### config.mk
export PLATFORM = sky130hd
export DESIGN_NAME = axis_axi_wr_top
export DESIGN_NICKNAME = d
export VERILOG_FILES = /design/src/logic/axis_axi_wr_pkg.sv /design/src/logic/burst_cmd_if.sv /design/src/logic/axis_axi_wr_top.sv /design/src/logic/wr_resp_tracker.sv /design/src/logic/w_beat_packer.sv /design/src/logic/aw_burst_planner.sv /design/src/logic/axi_reg_slice.sv
export SDC_FILE = /design/constraint.sdc
export NUM_CORES = 1
export LEC_CHECK = 0
export ABC_AREA = 0
export BUFFER_PORTS_ARGS = -buffer_cell sky130_fd_sc_hd__buf_4
export CAP_MARGIN = 20
export CORE_UTILIZATION = 40
export CTS_CLUSTER_SIZE = 16
export DETAILED_ROUTE_END_ITERATION = 8
export GPL_ROUTABILITY_DRIVEN = 0
export SETUP_SLACK_MARGIN = 0.05
export SYNTH_ARGS = -nofsm -noshare
export SYNTH_HDL_FRONTEND = slang
export SYNTH_SLANG_ARGS = --single-unit
### constraint.sdc
create_clock -name clk_i -period 5.9 [get_ports clk_i]
set_input_delay 1.18 -clock clk_i [delete_from_list [all_inputs] [get_ports clk_i]]
set_output_delay 1.18 -clock clk_i [all_outputs]
set_load 0.02 [all_outputs]
### src/logic/axis_axi_wr_pkg.sv
// AXI-Stream to AXI4 write master shared definitions
// Bus widths, channel payload structs and the B response code

`default_nettype none

package axis_axi_wr_pkg;

   // AXI4 bus widths
   localparam int AXI_ADDR_W = 32;
   // Burst size is fixed at 4 bytes, so the data bus is one word wide
   localparam int AXI_DATA_W = 32;
   localparam int AXI_LEN_W  = 8;
   localparam int AXI_RESP_W = 2;

   // Write response codes
   localparam logic [AXI_RESP_W-1:0] RESP_OKAY = 2'b00;

   // AW channel payload
   typedef struct packed {
      logic [AXI_ADDR_W-1:0] addr;
      // Beats minus one
      logic [AXI_LEN_W-1:0]  len;
   } aw_payload_t;

   // W channel payload
   typedef struct packed {
      logic [AXI_DATA_W-1:0] data;
      logic                  last;
   } w_payload_t;

endpackage

`default_nettype wire
### src/logic/burst_cmd_if.sv
// Burst command link from the planner to the W packer
// The response tracker watches it to count issued bursts

`timescale 1ns/1ns
`default_nettype none

interface burst_cmd_if
   import axis_axi_wr_pkg::*;
();

   logic                 valid;
   logic                 ready;
   // awlen value of the burst
   logic [AXI_LEN_W-1:0] len;
   // Final burst of the command
   logic                 last;

   modport planner (output valid, output len, output last, input ready);

   modport packer (input valid, input len, input last, output ready);

   modport monitor (input valid, input ready, input len, input last);

endinterface

`default_nettype wire

### src/logic/axis_axi_wr_top.sv
// AXI-Stream to AXI4 write master top level
// Planner, W packer, response tracker and AW slice behind plain ports

`timescale 1ns/1ns
`default_nettype none

module axis_axi_wr_top
   import axis_axi_wr_pkg::*;
#(
   parameter int LEN_W     = 16,
   parameter int MAX_BEATS = 16,
   parameter int CMD_DEPTH = 4
) (
   input  wire                     clk_i,
   input  wire                     arst_n_i,
   // Command
   input  wire                     start_valid_i,
   output logic                    start_ready_o,
   input  wire  [AXI_ADDR_W-1:0]   start_addr_i,
   input  wire  [LEN_W-1:0]        start_len_i,
   // Stream in
   input  wire                     axis_valid_i,
   output logic                    axis_ready_o,
   input  wire  [AXI_DATA_W-1:0]   axis_data_i,
   // AXI4 write address
   output logic                    awvalid_o,
   input  wire                     awready_i,
   output logic [AXI_ADDR_W-1:0]   awaddr_o,
   output logic [AXI_LEN_W-1:0]    awlen_o,
   // AXI4 write data
   output logic                    wvalid_o,
   input  wire                     wready_i,
   output logic [AXI_DATA_W-1:0]   wdata_o,
   output logic [AXI_DATA_W/8-1:0] wstrb_o,
   output logic                    wlast_o,
   // AXI4 write response
   input  wire                     bvalid_i,
   output logic                    bready_o,
   input  wire  [AXI_RESP_W-1:0]   bresp_i,
   // Status
   output logic                    busy_o,
   output logic                    done_o,
   output logic                    err_o
);

   logic        aw_valid;
   logic        aw_ready;
   aw_payload_t aw_data;
   aw_payload_t aw_out;
   w_payload_t  w_out;

   burst_cmd_if u_cmd_if ();

   aw_burst_planner #(
      .LEN_W    (LEN_W),
      .MAX_BEATS(MAX_BEATS)
   ) u_planner (
      .clk_i        (clk_i),
      .arst_n_i     (arst_n_i),
      .start_valid_i(start_valid_i),
      .start_ready_o(start_ready_o),
      .start_addr_i (start_addr_i),
      .start_len_i  (start_len_i),
      .busy_i       (busy_o),
      .aw_valid_o   (aw_valid),
      .aw_ready_i   (aw_ready),
      .aw_data_o    (aw_data),
      .cmd_o        (u_cmd_if.planner)
   );

   axi_reg_slice #(
      .T(aw_payload_t)
   ) u_aw_slice (
      .clk_i      (clk_i),
      .arst_n_i   (arst_n_i),
      .in_valid_i (aw_valid),
      .in_ready_o (aw_ready),
      .in_data_i  (aw_data),
      .out_valid_o(awvalid_o),
      .out_ready_i(awready_i),
      .out_data_o (aw_out)
   );

   w_beat_packer #(
      .CMD_DEPTH(CMD_DEPTH)
   ) u_packer (
      .clk_i       (clk_i),
      .arst_n_i    (arst_n_i),
      .cmd_i       (u_cmd_if.packer),
      .axis_valid_i(axis_valid_i),
      .axis_ready_o(axis_ready_o),
      .axis_data_i (axis_data_i),
      .w_valid_o   (wvalid_o),
      .w_ready_i   (wready_i),
      .w_data_o    (w_out)
   );

   wr_resp_tracker #(
      .LEN_W(LEN_W)
   ) u_tracker (
      .clk_i       (clk_i),
      .arst_n_i    (arst_n_i),
      .start_fire_i(start_valid_i && start_ready_o),
      .zero_len_i  (start_len_i == '0),
      .cmd_i       (u_cmd_if.monitor),
      .bvalid_i    (bvalid_i),
      .bresp_i     (bresp_i),
      .bready_o    (bready_o),
      .busy_o      (busy_o),
      .done_o      (done_o),
      .err_o       (err_o)
   );

   assign awaddr_o = aw_out.addr;
   assign awlen_o  = aw_out.len;
   assign wdata_o  = w_out.data;
   assign wlast_o  = w_out.last;
   // Full-word writes only
   assign wstrb_o  = '1;

endmodule

`default_nettype wire

### src/logic/wr_resp_tracker.sv
// Write response tracker
// Counts issued bursts against B responses and flags done and error

`timescale 1ns/1ns
`default_nettype none

module wr_resp_tracker
   import axis_axi_wr_pkg::*;
#(
   parameter int LEN_W = 16
) (
   input  wire                   clk_i,
   input  wire                   arst_n_i,
   input  wire                   start_fire_i,
   input  wire                   zero_len_i,
   burst_cmd_if.monitor          cmd_i,
   input  wire                   bvalid_i,
   input  wire  [AXI_RESP_W-1:0] bresp_i,
   output logic                  bready_o,
   output logic                  busy_o,
   output logic                  done_o,
   output logic                  err_o
);

   // Outstanding bursts, never more than the words of one command
   logic [LEN_W:0] count_q;
   logic [LEN_W:0] count_nxt;
   logic           last_q;
   logic           last_nxt;
   logic           issue;
   logic           resp;

   assign bready_o = 1'b1;
   assign issue    = cmd_i.valid && cmd_i.ready;
   assign resp     = bvalid_i && bready_o;

   always_comb begin
      count_nxt = count_q;
      if (issue && !resp) begin
         count_nxt = count_q + 1'b1;
      end else if (resp && !issue) begin
         count_nxt = count_q - 1'b1;
      end
      last_nxt = last_q || (issue && cmd_i.last);
   end

   always_ff @(posedge clk_i or negedge arst_n_i) begin
      if (!arst_n_i) begin
         count_q <= '0;
         last_q  <= 1'b0;
         busy_o  <= 1'b0;
         done_o  <= 1'b0;
         err_o   <= 1'b0;
      end else begin
         done_o  <= 1'b0;
         count_q <= count_nxt;
         if (start_fire_i) begin
            err_o  <= 1'b0;
            last_q <= 1'b0;
            if (zero_len_i) begin
               done_o <= 1'b1;
            end else begin
               busy_o <= 1'b1;
            end
         end else begin
            last_q <= last_nxt;
            if (resp && bresp_i != RESP_OKAY) begin
               err_o <= 1'b1;
            end
            // All bursts issued and answered
            if (busy_o && last_nxt && count_nxt == '0) begin
               done_o <= 1'b1;
               busy_o <= 1'b0;
               last_q <= 1'b0;
            end
         end
      end
   end

   // Every B response belongs to a burst already issued
   a_no_stray_resp : assert property (
      @(posedge clk_i) disable iff (!arst_n_i)
      resp |-> count_q != '0
   );

endmodule

`default_nettype wire

### src/logic/w_beat_packer.sv
// W beat packer
// Queues burst lengths and forwards stream words as W beats with wlast

`timescale 1ns/1ns
`default_nettype none

module w_beat_packer
   import axis_axi_wr_pkg::*;
#(
   parameter int CMD_DEPTH = 4
) (
   input  wire                   clk_i,
   input  wire                   arst_n_i,
   burst_cmd_if.packer           cmd_i,
   input  wire                   axis_valid_i,
   output logic                  axis_ready_o,
   input  wire  [AXI_DATA_W-1:0] axis_data_i,
   output logic                  w_valid_o,
   input  wire                   w_ready_i,
   output w_payload_t            w_data_o
);

   localparam int PW   = (CMD_DEPTH > 1) ? $clog2(CMD_DEPTH) : 1;
   localparam int CNTW = $clog2(CMD_DEPTH + 1);

   logic [AXI_LEN_W-1:0] len_mem [CMD_DEPTH];
   logic [PW-1:0]        wr_ptr_q;
   logic [PW-1:0]        rd_ptr_q;
   logic [CNTW-1:0]      used_q;
   logic [AXI_LEN_W-1:0] beat_q;

   logic       push;
   logic       pop;
   logic       empty;
   logic       slice_ready;
   logic       beat_fire;
   w_payload_t beat;

   assign empty       = used_q == '0;
   assign cmd_i.ready = used_q != CNTW'(CMD_DEPTH);
   assign push        = cmd_i.valid && cmd_i.ready;

   // Words pass only while a burst is queued
   assign axis_ready_o = slice_ready && !empty;
   assign beat_fire    = axis_valid_i && axis_ready_o;

   assign beat.data = axis_data_i;
   assign beat.last = beat_q == len_mem[rd_ptr_q];
   assign pop       = beat_fire && beat.last;

   always_ff @(posedge clk_i) begin
      if (push) begin
         len_mem[wr_ptr_q] <= cmd_i.len;
      end
   end

   always_ff @(posedge clk_i or negedge arst_n_i) begin
      if (!arst_n_i) begin
         wr_ptr_q <= '0;
         rd_ptr_q <= '0;
         used_q   <= '0;
         beat_q   <= '0;
      end else begin
         if (push) begin
            wr_ptr_q <= (wr_ptr_q == PW'(CMD_DEPTH - 1)) ? '0 : wr_ptr_q + 1'b1;
         end
         if (pop) begin
            rd_ptr_q <= (rd_ptr_q == PW'(CMD_DEPTH - 1)) ? '0 : rd_ptr_q + 1'b1;
         end
         if (push && !pop) begin
            used_q <= used_q + 1'b1;
         end else if (pop && !push) begin
            used_q <= used_q - 1'b1;
         end
         // Beat counter restarts at each burst
         if (pop) begin
            beat_q <= '0;
         end else if (beat_fire) begin
            beat_q <= beat_q + 1'b1;
         end
      end
   end

   axi_reg_slice #(
      .T(w_payload_t)
   ) u_w_slice (
      .clk_i      (clk_i),
      .arst_n_i   (arst_n_i),
      .in_valid_i (axis_valid_i && !empty),
      .in_ready_o (slice_ready),
      .in_data_i  (beat),
      .out_valid_o(w_valid_o),
      .out_ready_i(w_ready_i),
      .out_data_o (w_data_o)
   );

endmodule

`default_nettype wire

### src/logic/aw_burst_planner.sv
// Burst planner for the AXI4 write master
// Splits a command at 4 KB boundaries and at MAX_BEATS, one burst per cycle

`timescale 1ns/1ns
`default_nettype none

module aw_burst_planner
   import axis_axi_wr_pkg::*;
#(
   parameter int LEN_W     = 16,
   parameter int MAX_BEATS = 16
) (
   input  wire                   clk_i,
   input  wire                   arst_n_i,
   input  wire                   start_valid_i,
   output logic                  start_ready_o,
   input  wire  [AXI_ADDR_W-1:0] start_addr_i,
   input  wire  [LEN_W-1:0]      start_len_i,
   input  wire                   busy_i,
   output logic                  aw_valid_o,
   input  wire                   aw_ready_i,
   output aw_payload_t           aw_data_o,
   burst_cmd_if.planner          cmd_o
);

   // Wide enough for the remaining length and the 1024-word page
   localparam int CW = (LEN_W > 11) ? LEN_W : 11;

   logic                  active_q;
   logic [AXI_ADDR_W-1:0] addr_q;
   logic [LEN_W-1:0]      rem_q;

   logic [CW-1:0]         rem_words;
   logic [CW-1:0]         page_words;
   logic [CW-1:0]         max_words;
   logic [CW-1:0]         beats;
   logic                  last_burst;
   logic                  start_fire;
   logic                  burst_fire;
   logic [AXI_ADDR_W-1:0] end_addr;

   assign start_ready_o = !busy_i && !active_q;
   assign start_fire    = start_valid_i && start_ready_o;

   // Words left before the next 4 KB boundary
   assign rem_words  = CW'(rem_q);
   assign page_words = CW'(11'd1024 - {1'b0, addr_q[11:2]});
   assign max_words  = CW'(MAX_BEATS);

   always_comb begin
      beats = rem_words;
      if (max_words < beats) begin
         beats = max_words;
      end
      if (page_words < beats) begin
         beats = page_words;
      end
   end

   assign last_burst = rem_words == beats;

   // Each side is offered the burst only while the other can take it
   assign aw_valid_o    = active_q && cmd_o.ready;
   assign cmd_o.valid   = active_q && aw_ready_i;
   assign burst_fire    = aw_valid_o && aw_ready_i;

   assign aw_data_o.addr = addr_q;
   assign aw_data_o.len  = AXI_LEN_W'(beats - 1'b1);
   assign cmd_o.len      = AXI_LEN_W'(beats - 1'b1);
   assign cmd_o.last     = last_burst;

   always_ff @(posedge clk_i or negedge arst_n_i) begin
      if (!arst_n_i) begin
         active_q <= 1'b0;
      end else if (start_fire) begin
         // Zero-length commands issue no bursts
         active_q <= start_len_i != '0;
      end else if (burst_fire && last_burst) begin
         active_q <= 1'b0;
      end
   end

   always_ff @(posedge clk_i) begin
      if (start_fire) begin
         // Word aligned only
         addr_q <= {start_addr_i[AXI_ADDR_W-1:2], 2'b00};
         rem_q  <= start_len_i;
      end else if (burst_fire) begin
         addr_q <= addr_q + (AXI_ADDR_W'(beats) << 2);
         rem_q  <= rem_q - LEN_W'(beats);
      end
   end

   // Byte address of the final beat of the burst on offer
   assign end_addr = aw_data_o.addr + (AXI_ADDR_W'(aw_data_o.len) << 2);

   // Issued burst starts and ends in the same 4 KB page
   a_no_4k_cross : assert property (
      @(posedge clk_i) disable iff (!arst_n_i)
      burst_fire |-> end_addr[AXI_ADDR_W-1:12] == aw_data_o.addr[AXI_ADDR_W-1:12]
   );

endmodule

`default_nettype wire

### src/logic/axi_reg_slice.sv
// Full-throughput register slice for a valid/ready channel
// Output register plus one skid entry, input ready comes from a flop

`timescale 1ns/1ns
`default_nettype none

module axi_reg_slice #(
   parameter type T = logic [31:0]
) (
   input  wire  clk_i,
   input  wire  arst_n_i,
   input  wire  in_valid_i,
   output logic in_ready_o,
   input  T     in_data_i,
   output logic out_valid_o,
   input  wire  out_ready_i,
   output T     out_data_o
);

   logic out_valid_q;
   logic skid_valid_q;
   logic out_load;
   T     out_data_q;
   T     skid_data_q;

   // Output register is free when empty or being drained
   assign out_load    = out_ready_i || !out_valid_q;
   assign in_ready_o  = !skid_valid_q;
   assign out_valid_o = out_valid_q;
   assign out_data_o  = out_data_q;

   always_ff @(posedge clk_i or negedge arst_n_i) begin
      if (!arst_n_i) begin
         out_valid_q  <= 1'b0;
         skid_valid_q <= 1'b0;
      end else if (out_load) begin
         out_valid_q  <= skid_valid_q || in_valid_i;
         skid_valid_q <= 1'b0;
      end else if (in_valid_i && !skid_valid_q) begin
         // Output stalled, park the incoming beat
         skid_valid_q <= 1'b1;
      end
   end

   always_ff @(posedge clk_i) begin
      if (out_load) begin
         out_data_q <= skid_valid_q ? skid_data_q : in_data_i;
      end
      if (!out_load && !skid_valid_q) begin
         skid_data_q <= in_data_i;
      end
   end

   // Stalled output keeps its beat
   a_hold_stalled : assert property (
      @(posedge clk_i) disable iff (!arst_n_i)
      out_valid_o && !out_ready_i |=> out_valid_o && $stable(out_data_o)
   );

endmodule

`default_nettype wire

==> impl_metrics.json, run 1 <==
{
  "core_area_mm2": 0.0318,
  "die_h_um": 183,
  "chipWidth_um": 183,
  "synth.yosys.seq_area_share_pct": 58.5,
  "dpl.hpwl_um": 19300,
  "start_kind": "register",
  "cts.sinks": 261,
  "drt_first_pass_iters": 5,
  "antenna_found_initial": 0,
  "port_buffers": 164,
  "maxCapViolCount": 0,
  "grt-ovfl-total": 0,
  "seqPwrFrac_pct": 36.4,
  "tns_ps": 0,
  "place_area_mm2": 0.0149,
  "synthTopCellsByArea": "edfxtp_1, dfrtp_1, mux2_2",
  "maxSlewViolCount": 0,
  "via_per_inst": 5.15,
  "start_util_pct": 41.1,
  "p_clk_share_pct": 19.0,
  "setup_viol": 0,
  "drc": 0,
  "path_max_fanout": 11,
  "status": "completed",
  "slew_headroom_pct": 53.5,
  "fmax_mhz": 183,
  "pwr-share-comb_pct": 44.6,
  "clk_path_buf_depth": 3,
  "synth_cell_types": 74,
  "total_power_w": 0.00969,
  "multi_input_area_mm2": 0.00521,
  "switchingPower_w": 0.00356,
  "first_iter_violations": 564,
  "grt_first_pass_wirelength_um": 44100,
  "final-hold-violation-count": 0,
  "yosysTopAreaCell": "edfxtp_1",
  "cts_buffers": 29,
  "synth_edf_count": 220,
  "wl_per_cell_um": 16.4,
  "rsz0062_at_grt": "no",
  "fillers": 2797,
  "async_flop_share_pct": 15.7,
  "layout.nets": 1379,
  "clkTransAtPathRegs_ps": 60,
  "hold_depth": 1,
  "setup_ws_ps": 425,
  "utilization_pct": 50.3,
  "ant_nets": 0,
  "synth_top_area_share_pct": 50.6,
  "yosysMostFrequentCell": "edfxtp_1",
  "hold_buffers": 0,
  "tritoncts": "yes",
  "ios": 174,
  "p_leak_nw": 6.25,
  "postSynthAreaPerCell_um2": 12.7,
  "skew_ps": 10.7,
  "synth_common_cells": "edfxtp_1, nand2_1, mux2_2",
  "seqCellArea_mm2": 0.00763,
  "dieArea_mm2": 0.0334,
  "min_period_over_period_pct": 92.8,
  "fin_crit_ps": 5480,
  "cp.required_ps": 6210,
  "wl_um": 27800,
  "cp-end-kind": "register",
  "yosysWarnings": 0,
  "p_per_area_mw_per_mm2": 606,
  "syn2layout_area_growth_pct": 22.4,
  "synth-main-ff-cell": "edfxtp_1",
  "synth_seq_cells": 261,
  "cts_root_buf": "clkbuf_16",
  "intPower_w": 0.00614,
  "synth_area_mm2": 0.0131,
  "reg2regPathDepth": 21,
  "grt_pass1_vias": 8384,
  "clock_latency_ps": 550,
  "path_class": "reg -> reg",
  "irDropWorstVdd_v": 0.000368,
  "synth_cells": 1031,
  "vias": 8713,
  "tightest_slew_ps": 690,
  "sw_frac_of_total_pct": 36.7,
  "place_ws_ps": 146,
  "hold_class": "reg -> reg",
  "htree_levels": 1,
  "arrival_ps": 5780,
  "final_layout_size_suffix_gt1_share_pct": 28.2,
  "grt_start_max_net_pins": 55,
  "final_area_mm2": 0.0160,
  "gr-usage-all-layers_pct": 16.5,
  "antenna_cells": 0,
  "num_rows": 65
}
[layout make-up]
| cell class | count | area share [%] |
|---|---|---|
| tap | 435 | 3.40 |
| multi-input combinational | 710 | 32.6 |
| inverter | 38 | 0.892 |
| sequential | 261 | 47.7 |
| clock buffer | 45 | 5.49 |
| clock inverter | 9 | 0.712 |
| timing repair buffer | 195 | 9.16 |
[critical path: stages (launching register included)]
cell	delay [ps]
edfxtp_1	430
inv_1	180
ha_1	230
nand3b_1	200
xor2_2	300
ha_1	280
nand2_1	80
o21ai_0	120
a211oi_1	250
a21oi_1	130
o41ai_2	340
buf_4	240
mux2i_1	320
ha_1	300
nor2b_1	150
o31ai_1	320
a21oi_1	170
o21ai_1	250
o21ai_2	130
a211o_1	370
and4b_1	210
o31a_1	220
[logic make-up (layout without fill, tap and decap cells)]
kind of cell / after synthesis / after routing / share of synthesized area (%)
adders and majority gates: 55 / 55 / 5.44
buffers and inverters: 80 / 287 / 2.70
other: 2 / 22 / 0.0575
DFF: 261 / 261 / 58.5
xor gates and xnor gates: 75 / 75 / 5.03
muxes: 83 / 83 / 7.82
AOI/OAI and AO/OA: 188 / 188 / 8.95
and+or+nand+nor: 287 / 287 / 11.5
[power groups by stage]
stage | Sequential [W] | Combinational (W) | Clock, W
4_1_cts | 0.00353 | 0.00431 | 0.00188
3_3_place_gp | 0.00354 | 0.00421 | 0
2_1_floorplan | 0.00365 | 0.00289 | 0
3_5_place_dp | 0.00356 | 0.00427 | 0
5_1_grt | 0.00362 | 0.00481 | 0.00195
6_report | 0.00353 | 0.00432 | 0.00184
[cells in the final DEF, fill, tap and decap left out, types with 23 or more instances in the layout]
master	instances
xnor2_1	38
nor2_1	53
dfrtp_1	40
mux2_2	68
ha_1	52
inv_1	37
nand2_1	73
buf_4	195
xor2_1	36
clkbuf_16	31
nor3_1	23
a21oi_1	58
edfxtp_1	220
o21ai_0	51
[registers in the layout, indices dropped and copies added (netlist names), 8 cells and up]
name                            flops
u_aw_slice.skid_data_q             38
u_packer.u_w_slice.out_data_o      33
u_planner.addr_q                   30
u_packer.beat_q                     8
u_aw_slice.out_data_o              38
u_packer.len_mem                   32
u_tracker.count_q                  17
u_packer.u_w_slice.skid_data_q     33
u_planner.rem_q                    16
[per-layer routing]
| metal | up-vias | wire [um] | GRT usage, % |
|---|---|---|---|
| li1 | 4241 | - | - |
| met1 | 4212 | 13100 | 23.5 |
| met2 | 224 | 12700 | 26.6 |
| met3 | 36 | 1480 | 2.35 |
| met4 | 0 | 506 | 3.97 |
| met5 | - | 0 | 0 |
[final timing paths]
| kind | startpoint | endpoint | slack (ps) |
|---|---|---|---|
| max in group asynchronous | arst_n_i | u_aw_slice.skid_valid_q | 4880 |
| max reg2reg | u_planner.addr_q[3] | u_planner.addr_q[28] | 420 |
| min in group asynchronous | arst_n_i | u_packer.u_w_slice.out_valid_o | 620 |
| max | u_planner.addr_q[3] | u_planner.addr_q[28] | 420 |
| min | u_tracker.count_q[16] | u_tracker.count_q[16] | 470 |
| min reg2reg | u_tracker.count_q[16] | u_tracker.count_q[16] | 470 |
[stage by stage]
step                      std cells  hold WS (ps)
after floorplan                1051           437
after global placement         1638           455
after detailed placement       1638           470
after CTS                      1692           473
after global routing           1693           493
final                          1693           468
[what timing repair did]
action | 4_1_cts | 5_1_grt
endpoints found under the setup margin | 0 | 21
buffers inserted | 0 | 1
gates resized for setup | 0 | 10
endpoints found under the hold margin | 0 | 0
No activity file was read; power rests on OpenSTA's default activity.
==> run 2: changes to the inputs <==
==> constraint.sdc (replaced) <==
create_clock -name clk_i -period 5.9 [get_ports clk_i]
set_input_delay 0.885 -clock clk_i [delete_from_list [all_inputs] [get_ports clk_i]]
set_output_delay 0.885 -clock clk_i [all_outputs]
set_load 0.02 [all_outputs]
==> run 2 against run 1 <==
Sequential power is essentially flat. Combinational power is essentially flat. Utilization grew 0.090 points. Critical path depth shrank 1. Clock power grew 5%. Register-to-register slack gained 60 ps. Cell count shrank 0.12%. Worst setup slack gained 59 ps. Hold slack lost 160 ps. Sequential share of layout area shrank 0.086 points. Critical path type unchanged.
==> impl_metrics.json, run 2 (synthesis gave the netlist of run 1 again) <==
{
  "reg2reg_slack_ps": 480,
  "setup_ws_ps": 483,
  "p_per_area_mw_per_mm2": 610,
  "p_clk_share_pct": 19.8,
  "maxSlewViolCount": 0,
  "ant_nets": 0,
  "sw_frac_of_total_pct": 36.7,
  "fin_crit_ps": 5420,
  "first_iter_violations": 546,
  "grt_start_max_net_pins": 55,
  "tns_ps": 0,
  "final_cell_mix": "edfxtp_1, buf_4, nand2_1",
  "gr-usage-all-layers_pct": 16.8,
  "grt-ovfl-total": 0,
  "htree_levels": 1,
  "irDropWorstVdd_v": 0.000302,
  "antenna_cells": 0,
  "cp-end-kind": "register",
  "wl_per_cell_um": 16.6,
  "core_area_mm2": 0.0318,
  "place_ws_ps": 148,
  "min_period_over_period_pct": 91.8,
  "final_layout_size_suffix_gt1_share_pct": 28.3,
  "drt_first_pass_iters": 5,
  "cts_buffers": 30,
  "num_rows": 65,
  "via_per_inst": 5.11,
  "clk_path_buf_depth": 3,
  "dieArea_mm2": 0.0334,
  "arrival_ps": 5730,
  "final_common_cell": "edfxtp_1",
  "layout.nets": 1376,
  "final_cells": 1691,
  "cp_slowest_cell": "edfxtp_1",
  "dp.cells": 1634,
  "wl_um": 28100,
  "status": "completed",
  "hold_class": "in -> async",
  "dpl.hpwl_um": 19300,
  "rsz0062_at_grt": "no",
  "pwr-share-comb_pct": 44.0,
  "antenna_found_initial": 0,
  "cp.required_ps": 6220,
  "drc": 0,
  "die_h_um": 183,
  "port_buffers": 164,
  "grt_first_pass_wirelength_um": 45100,
  "setup_viol": 0,
  "cts.sinks": 261,
  "cts_root_buf": "clkbuf_16",
  "maxCapViolCount": 0,
  "chipWidth_um": 183,
  "place_area_mm2": 0.0149,
  "clock_latency_ps": 560,
  "skew_ps": 11.4,
  "grt_pass1_vias": 8575,
  "fmax_mhz": 185,
  "vias": 8643,
  "tritoncts": "yes",
  "slew_headroom_pct": 54.3,
  "final_area_mm2": 0.0160,
  "total_power_w": 0.00976,
  "tightest_slew_ps": 685,
  "path_class": "reg -> reg",
  "switchingPower_w": 0.00358,
  "start_util_pct": 41.1,
  "intPower_w": 0.00618,
  "final-hold-violation-count": 0,
  "clkTransAtPathRegs_ps": 60,
  "cpPeakStageDelay_ps": 410,
  "path_cells": "nor4_2 -> nand3_1 -> inv_1 -> nand2_1 -> ha_1 -> a21o_1 -> a211oi_1 -> a21oi_1 -> o41ai_2 -> buf_6 -> mux2i_1 -> ha_1 -> nor2b_1 -> o31ai_1 -> a21oi_1 -> o21ai_0 -> o21ai_2 -> a211o_1 -> and4b_1 -> o31a_1",
  "start_kind": "register",
  "p_leak_nw": 6.25,
  "ios": 174,
  "path_max_fanout": 23,
  "seqPwrFrac_pct": 36.2,
  "syn2layout_area_growth_pct": 22.7
}
[run 2: cell count changes in the layout (fill, tap and decap cells not counted), moves of 2 or more]
cell / change
buf_4: -5
nor3_1: -2
nor3_2: +2
bufinv_16: +2
[run 2: cell type report]
cell class,instances,area (um^2)
fillers,2816,15800
flip-flops and latches,261,7630
multi-input cells,710,5220
repair buffers,191,1440
clock buffers,43,850
well taps,435,544
clock inverters,13,184
inverters,38,143
[run 2: metrics by stage]
stage	hold slack [ps]	util [%]
floorplan	437	-
global placement	455	46.9
detailed placement	465	46.9
CTS	313	50.1
global route	344	50.4
finish	307	50.4
[run 2: layer usage]
metal | track usage [%] | part of all wire, %
met5 | 0 | 0
met4 | 3.80 | 1.7
met3 | 2.37 | 4.5
met2 | 27.3 | 46
met1 | 23.9 | 48
[run 2: final timing paths]
check,end,from,cells past startpoint
min in group clk_i,u_tracker.count_q[16],u_tracker.count_q[16],1
hold / removal,u_packer.u_w_slice.skid_valid_q,arst_n_i,1
setup / recovery,u_planner.addr_q[28],u_planner.rem_q[11],20
hold reg to reg,u_tracker.count_q[16],u_tracker.count_q[16],1
setup reg to reg,u_planner.addr_q[28],u_planner.rem_q[11],20
max in group asynchronous,u_aw_slice.skid_valid_q,arst_n_i,1
[run 2: worst max-delay path: cells and delay by family, from the launching register on]
family	cells	cell delay [ps]
adders and majority gates	2	600
and+or+nand+nor	5	1080
AOI/OAI and AO/OA	10	2320
muxes	1	320
buffers and inverters	2	450
DFF	1	410
[run 2: what timing repair did]
action                                  4_1_cts  5_1_grt
resized for setup                             0       12
hold buffers                                  0        0
endpoints found under the setup margin        0       21
setup buffers                                 0        1
[run 2: power groups by stage]
stage               clock network (W)  registers, W  logic, W
finish                        0.00193       0.00354   0.00429
global placement                    0       0.00354   0.00420
global route                  0.00203       0.00363   0.00481
CTS                           0.00197       0.00353   0.00429
detailed placement                  0       0.00357   0.00426
floorplan                           0       0.00365   0.00289
==> run 3: changes to the inputs <==
--- a/config.mk
+++ b/config.mk
@@ -12,6 +12,7 @@
 export CTS_CLUSTER_SIZE = 16
 export DETAILED_ROUTE_END_ITERATION = 8
 export GPL_ROUTABILITY_DRIVEN = 0
+export RECOVER_POWER = 100
 export SETUP_SLACK_MARGIN = 0.05
 export SYNTH_ARGS = -nofsm -noshare
 export SYNTH_HDL_FRONTEND = slang
==> constraint.sdc (replaced) <==
create_clock -name clk_i -period 5.9 [get_ports clk_i]
set_input_delay 0.295 -clock clk_i [delete_from_list [all_inputs] [get_ports clk_i]]
set_output_delay 0.295 -clock clk_i [all_outputs]
set_load 0.02 [all_outputs]
==> run 3 against run 2 <==
The run now ends with max-capacitance violations, max-slew violations left. Critical path depth increased by 3. Hold slack got worse by 290 ps. Combinational power shrank 3%. Highest routed layer unchanged.
==> impl_metrics.json, run 3 (synthesis gave the netlist of run 1 again) <==
{
  "gr-usage-all-layers_pct": 17.2,
  "dieArea_mm2": 0.0334,
  "grt_pass1_vias": 8735,
  "cp-end-kind": "register",
  "grt-ovfl-total": 0,
  "drt_first_pass_iters": 4,
  "path_cells": "inv_1 -> ha_1 -> nand3b_1 -> xor2_1 -> ha_1 -> nand2_1 -> o21ai_0 -> a211oi_1 -> a21oi_1 -> o41ai_2 -> buf_4 -> buf_4 -> and2_1 -> inv_1 -> ha_1 -> nand4_1 -> nor3b_2 -> a31oi_1 -> nor3b_1 -> nor4b_1 -> nand4b_1 -> or4b_4 -> nor3b_2",
  "wl_per_cell_um": 16.5,
  "dpl.hpwl_um": 19700,
  "start_util_pct": 41.1,
  "holdWs_ps": 19.1,
  "final_common_cell": "edfxtp_1",
  "cts.sinks": 261,
  "syn2layout_area_growth_pct": 22.0,
  "chipWidth_um": 183,
  "via_per_inst": 5.09,
  "ant_nets": 0,
  "antenna_cells": 0,
  "crit_buf_inv": 4,
  "core_area_mm2": 0.0318,
  "fmax_mhz": 182,
  "utilization_pct": 50.1,
  "start_kind": "register",
  "antenna_found_initial": 0,
  "cpPeakStageDelay_ps": 510,
  "layout.nets": 1410,
  "arrival_ps": 5900,
  "setup_viol": 0,
  "path_max_fanout": 7,
  "tightest_slew_ps": 2830,
  "total_power_w": 0.00959,
  "hold_class": "in -> reg",
  "vias": 8769,
  "final_cell_mix": "edfxtp_1, clkbuf_1, nand2_1",
  "die_h_um": 183,
  "grt_first_pass_wirelength_um": 45600,
  "final_layout_size_suffix_gt1_share_pct": 19.4,
  "slew_headroom_pct": -88.4,
  "maxCapViolCount": 7,
  "first_iter_violations": 505,
  "htree_levels": 1,
  "cts_buffers": 29,
  "fin_crit_ps": 5490,
  "status": "complete, but fails checks",
  "setup_ws_ps": 409,
  "port_buffers": 164,
  "clk_path_buf_depth": 3,
  "place_ws_ps": 213,
  "clock_latency_ps": 560,
  "clkTransAtPathRegs_ps": 60,
  "cp_slowest_cell": "or4b_4",
  "ios": 174,
  "violations": "max-capacitance violations, max-slew violations",
  "cp.required_ps": 6310,
  "drc": 0,
  "final-hold-violation-count": 0,
  "wl_um": 28500,
  "irDropWorstVdd_v": 0.000311,
  "skew_ps": 20.5,
  "p_leak_nw": 6.02,
  "cts_root_buf": "clkbuf_16",
  "num_rows": 65,
  "maxSlewViolCount": 272,
  "path_class": "reg -> reg",
  "critical_path.top_delay_family": "simple AND/OR/NAND/NOR gates",
  "grt_start_max_net_pins": 55,
  "crit_top_cell": "ha_1",
  "tritoncts": "yes",
  "p_per_area_mw_per_mm2": 602,
  "min_period_over_period_pct": 93.1
}
run 3: area by class of cell:
cell class | count | area, um^2
Fill cell | 2886 | 15900
Sequential cell | 261 | 7630
Multi-Input combinational cell | 710 | 5200
Timing Repair Buffer | 226 | 1400
Clock buffer | 44 | 863
Tap cell | 435 | 544
Clock inverter | 10 | 143
Inverter | 38 | 143
run 3: what timing repair did:
action	4_1_cts	5_1_grt
endpoints found under the setup margin	0	20
endpoints found under the hold margin	75	0
buffers inserted	0	2
resized for setup	0	13
hold buffers	34	0
run 3: power breakdown:
part           leakage [nW]  internal, W  switching, W
clock                 0.499      0.00114      0.000738
sequential             2.62      0.00312      0.000433
combinational          2.90      0.00176       0.00240
total                  6.02      0.00602       0.00357
run 3: metrics by stage:
step                instances  area [um^2]  setup TNS, ps
global route             1724        15900          -35.6
floorplan                1051        13100              0
finish                   1724        15900              0
global placement         1634        14900              0
detailed placement       1634        14900              0
CTS                      1722        16300              0
run 3: tightest hold or removal path, delay by kind of cell:
family	cells	cell delay, ps
buffers and inverters	1	80
AO/OA/AOI/OAI	1	50
AND/OR/NAND/NOR	1	40
run 3: per-layer routing:
| layer | part of all wire, % | global-route usage, % |
|---|---|---|
| met1 | 47 | 23.7 |
| met2 | 47 | 28.5 |
| met3 | 5.0 | 2.55 |
| met4 | 1.8 | 3.87 |
| met5 | 0 | 0 |
run 3: path summary, 6_finish.rpt:
kind                                  startpoint  cells past startpoint                        endpoint  slack, ps
max                          u_planner.addr_q[3]                     23                u_tracker.last_q        410
min                              start_addr_i[5]                      3             u_planner.addr_q[5]         20
max reg2reg                  u_planner.addr_q[3]                     23                u_tracker.last_q        410
min reg2reg                u_tracker.count_q[16]                      1           u_tracker.count_q[16]        470
max in group asynchronous               arst_n_i                      2         u_aw_slice.skid_valid_q       3470
min in group asynchronous               arst_n_i                      2  u_packer.u_w_slice.out_valid_o        960
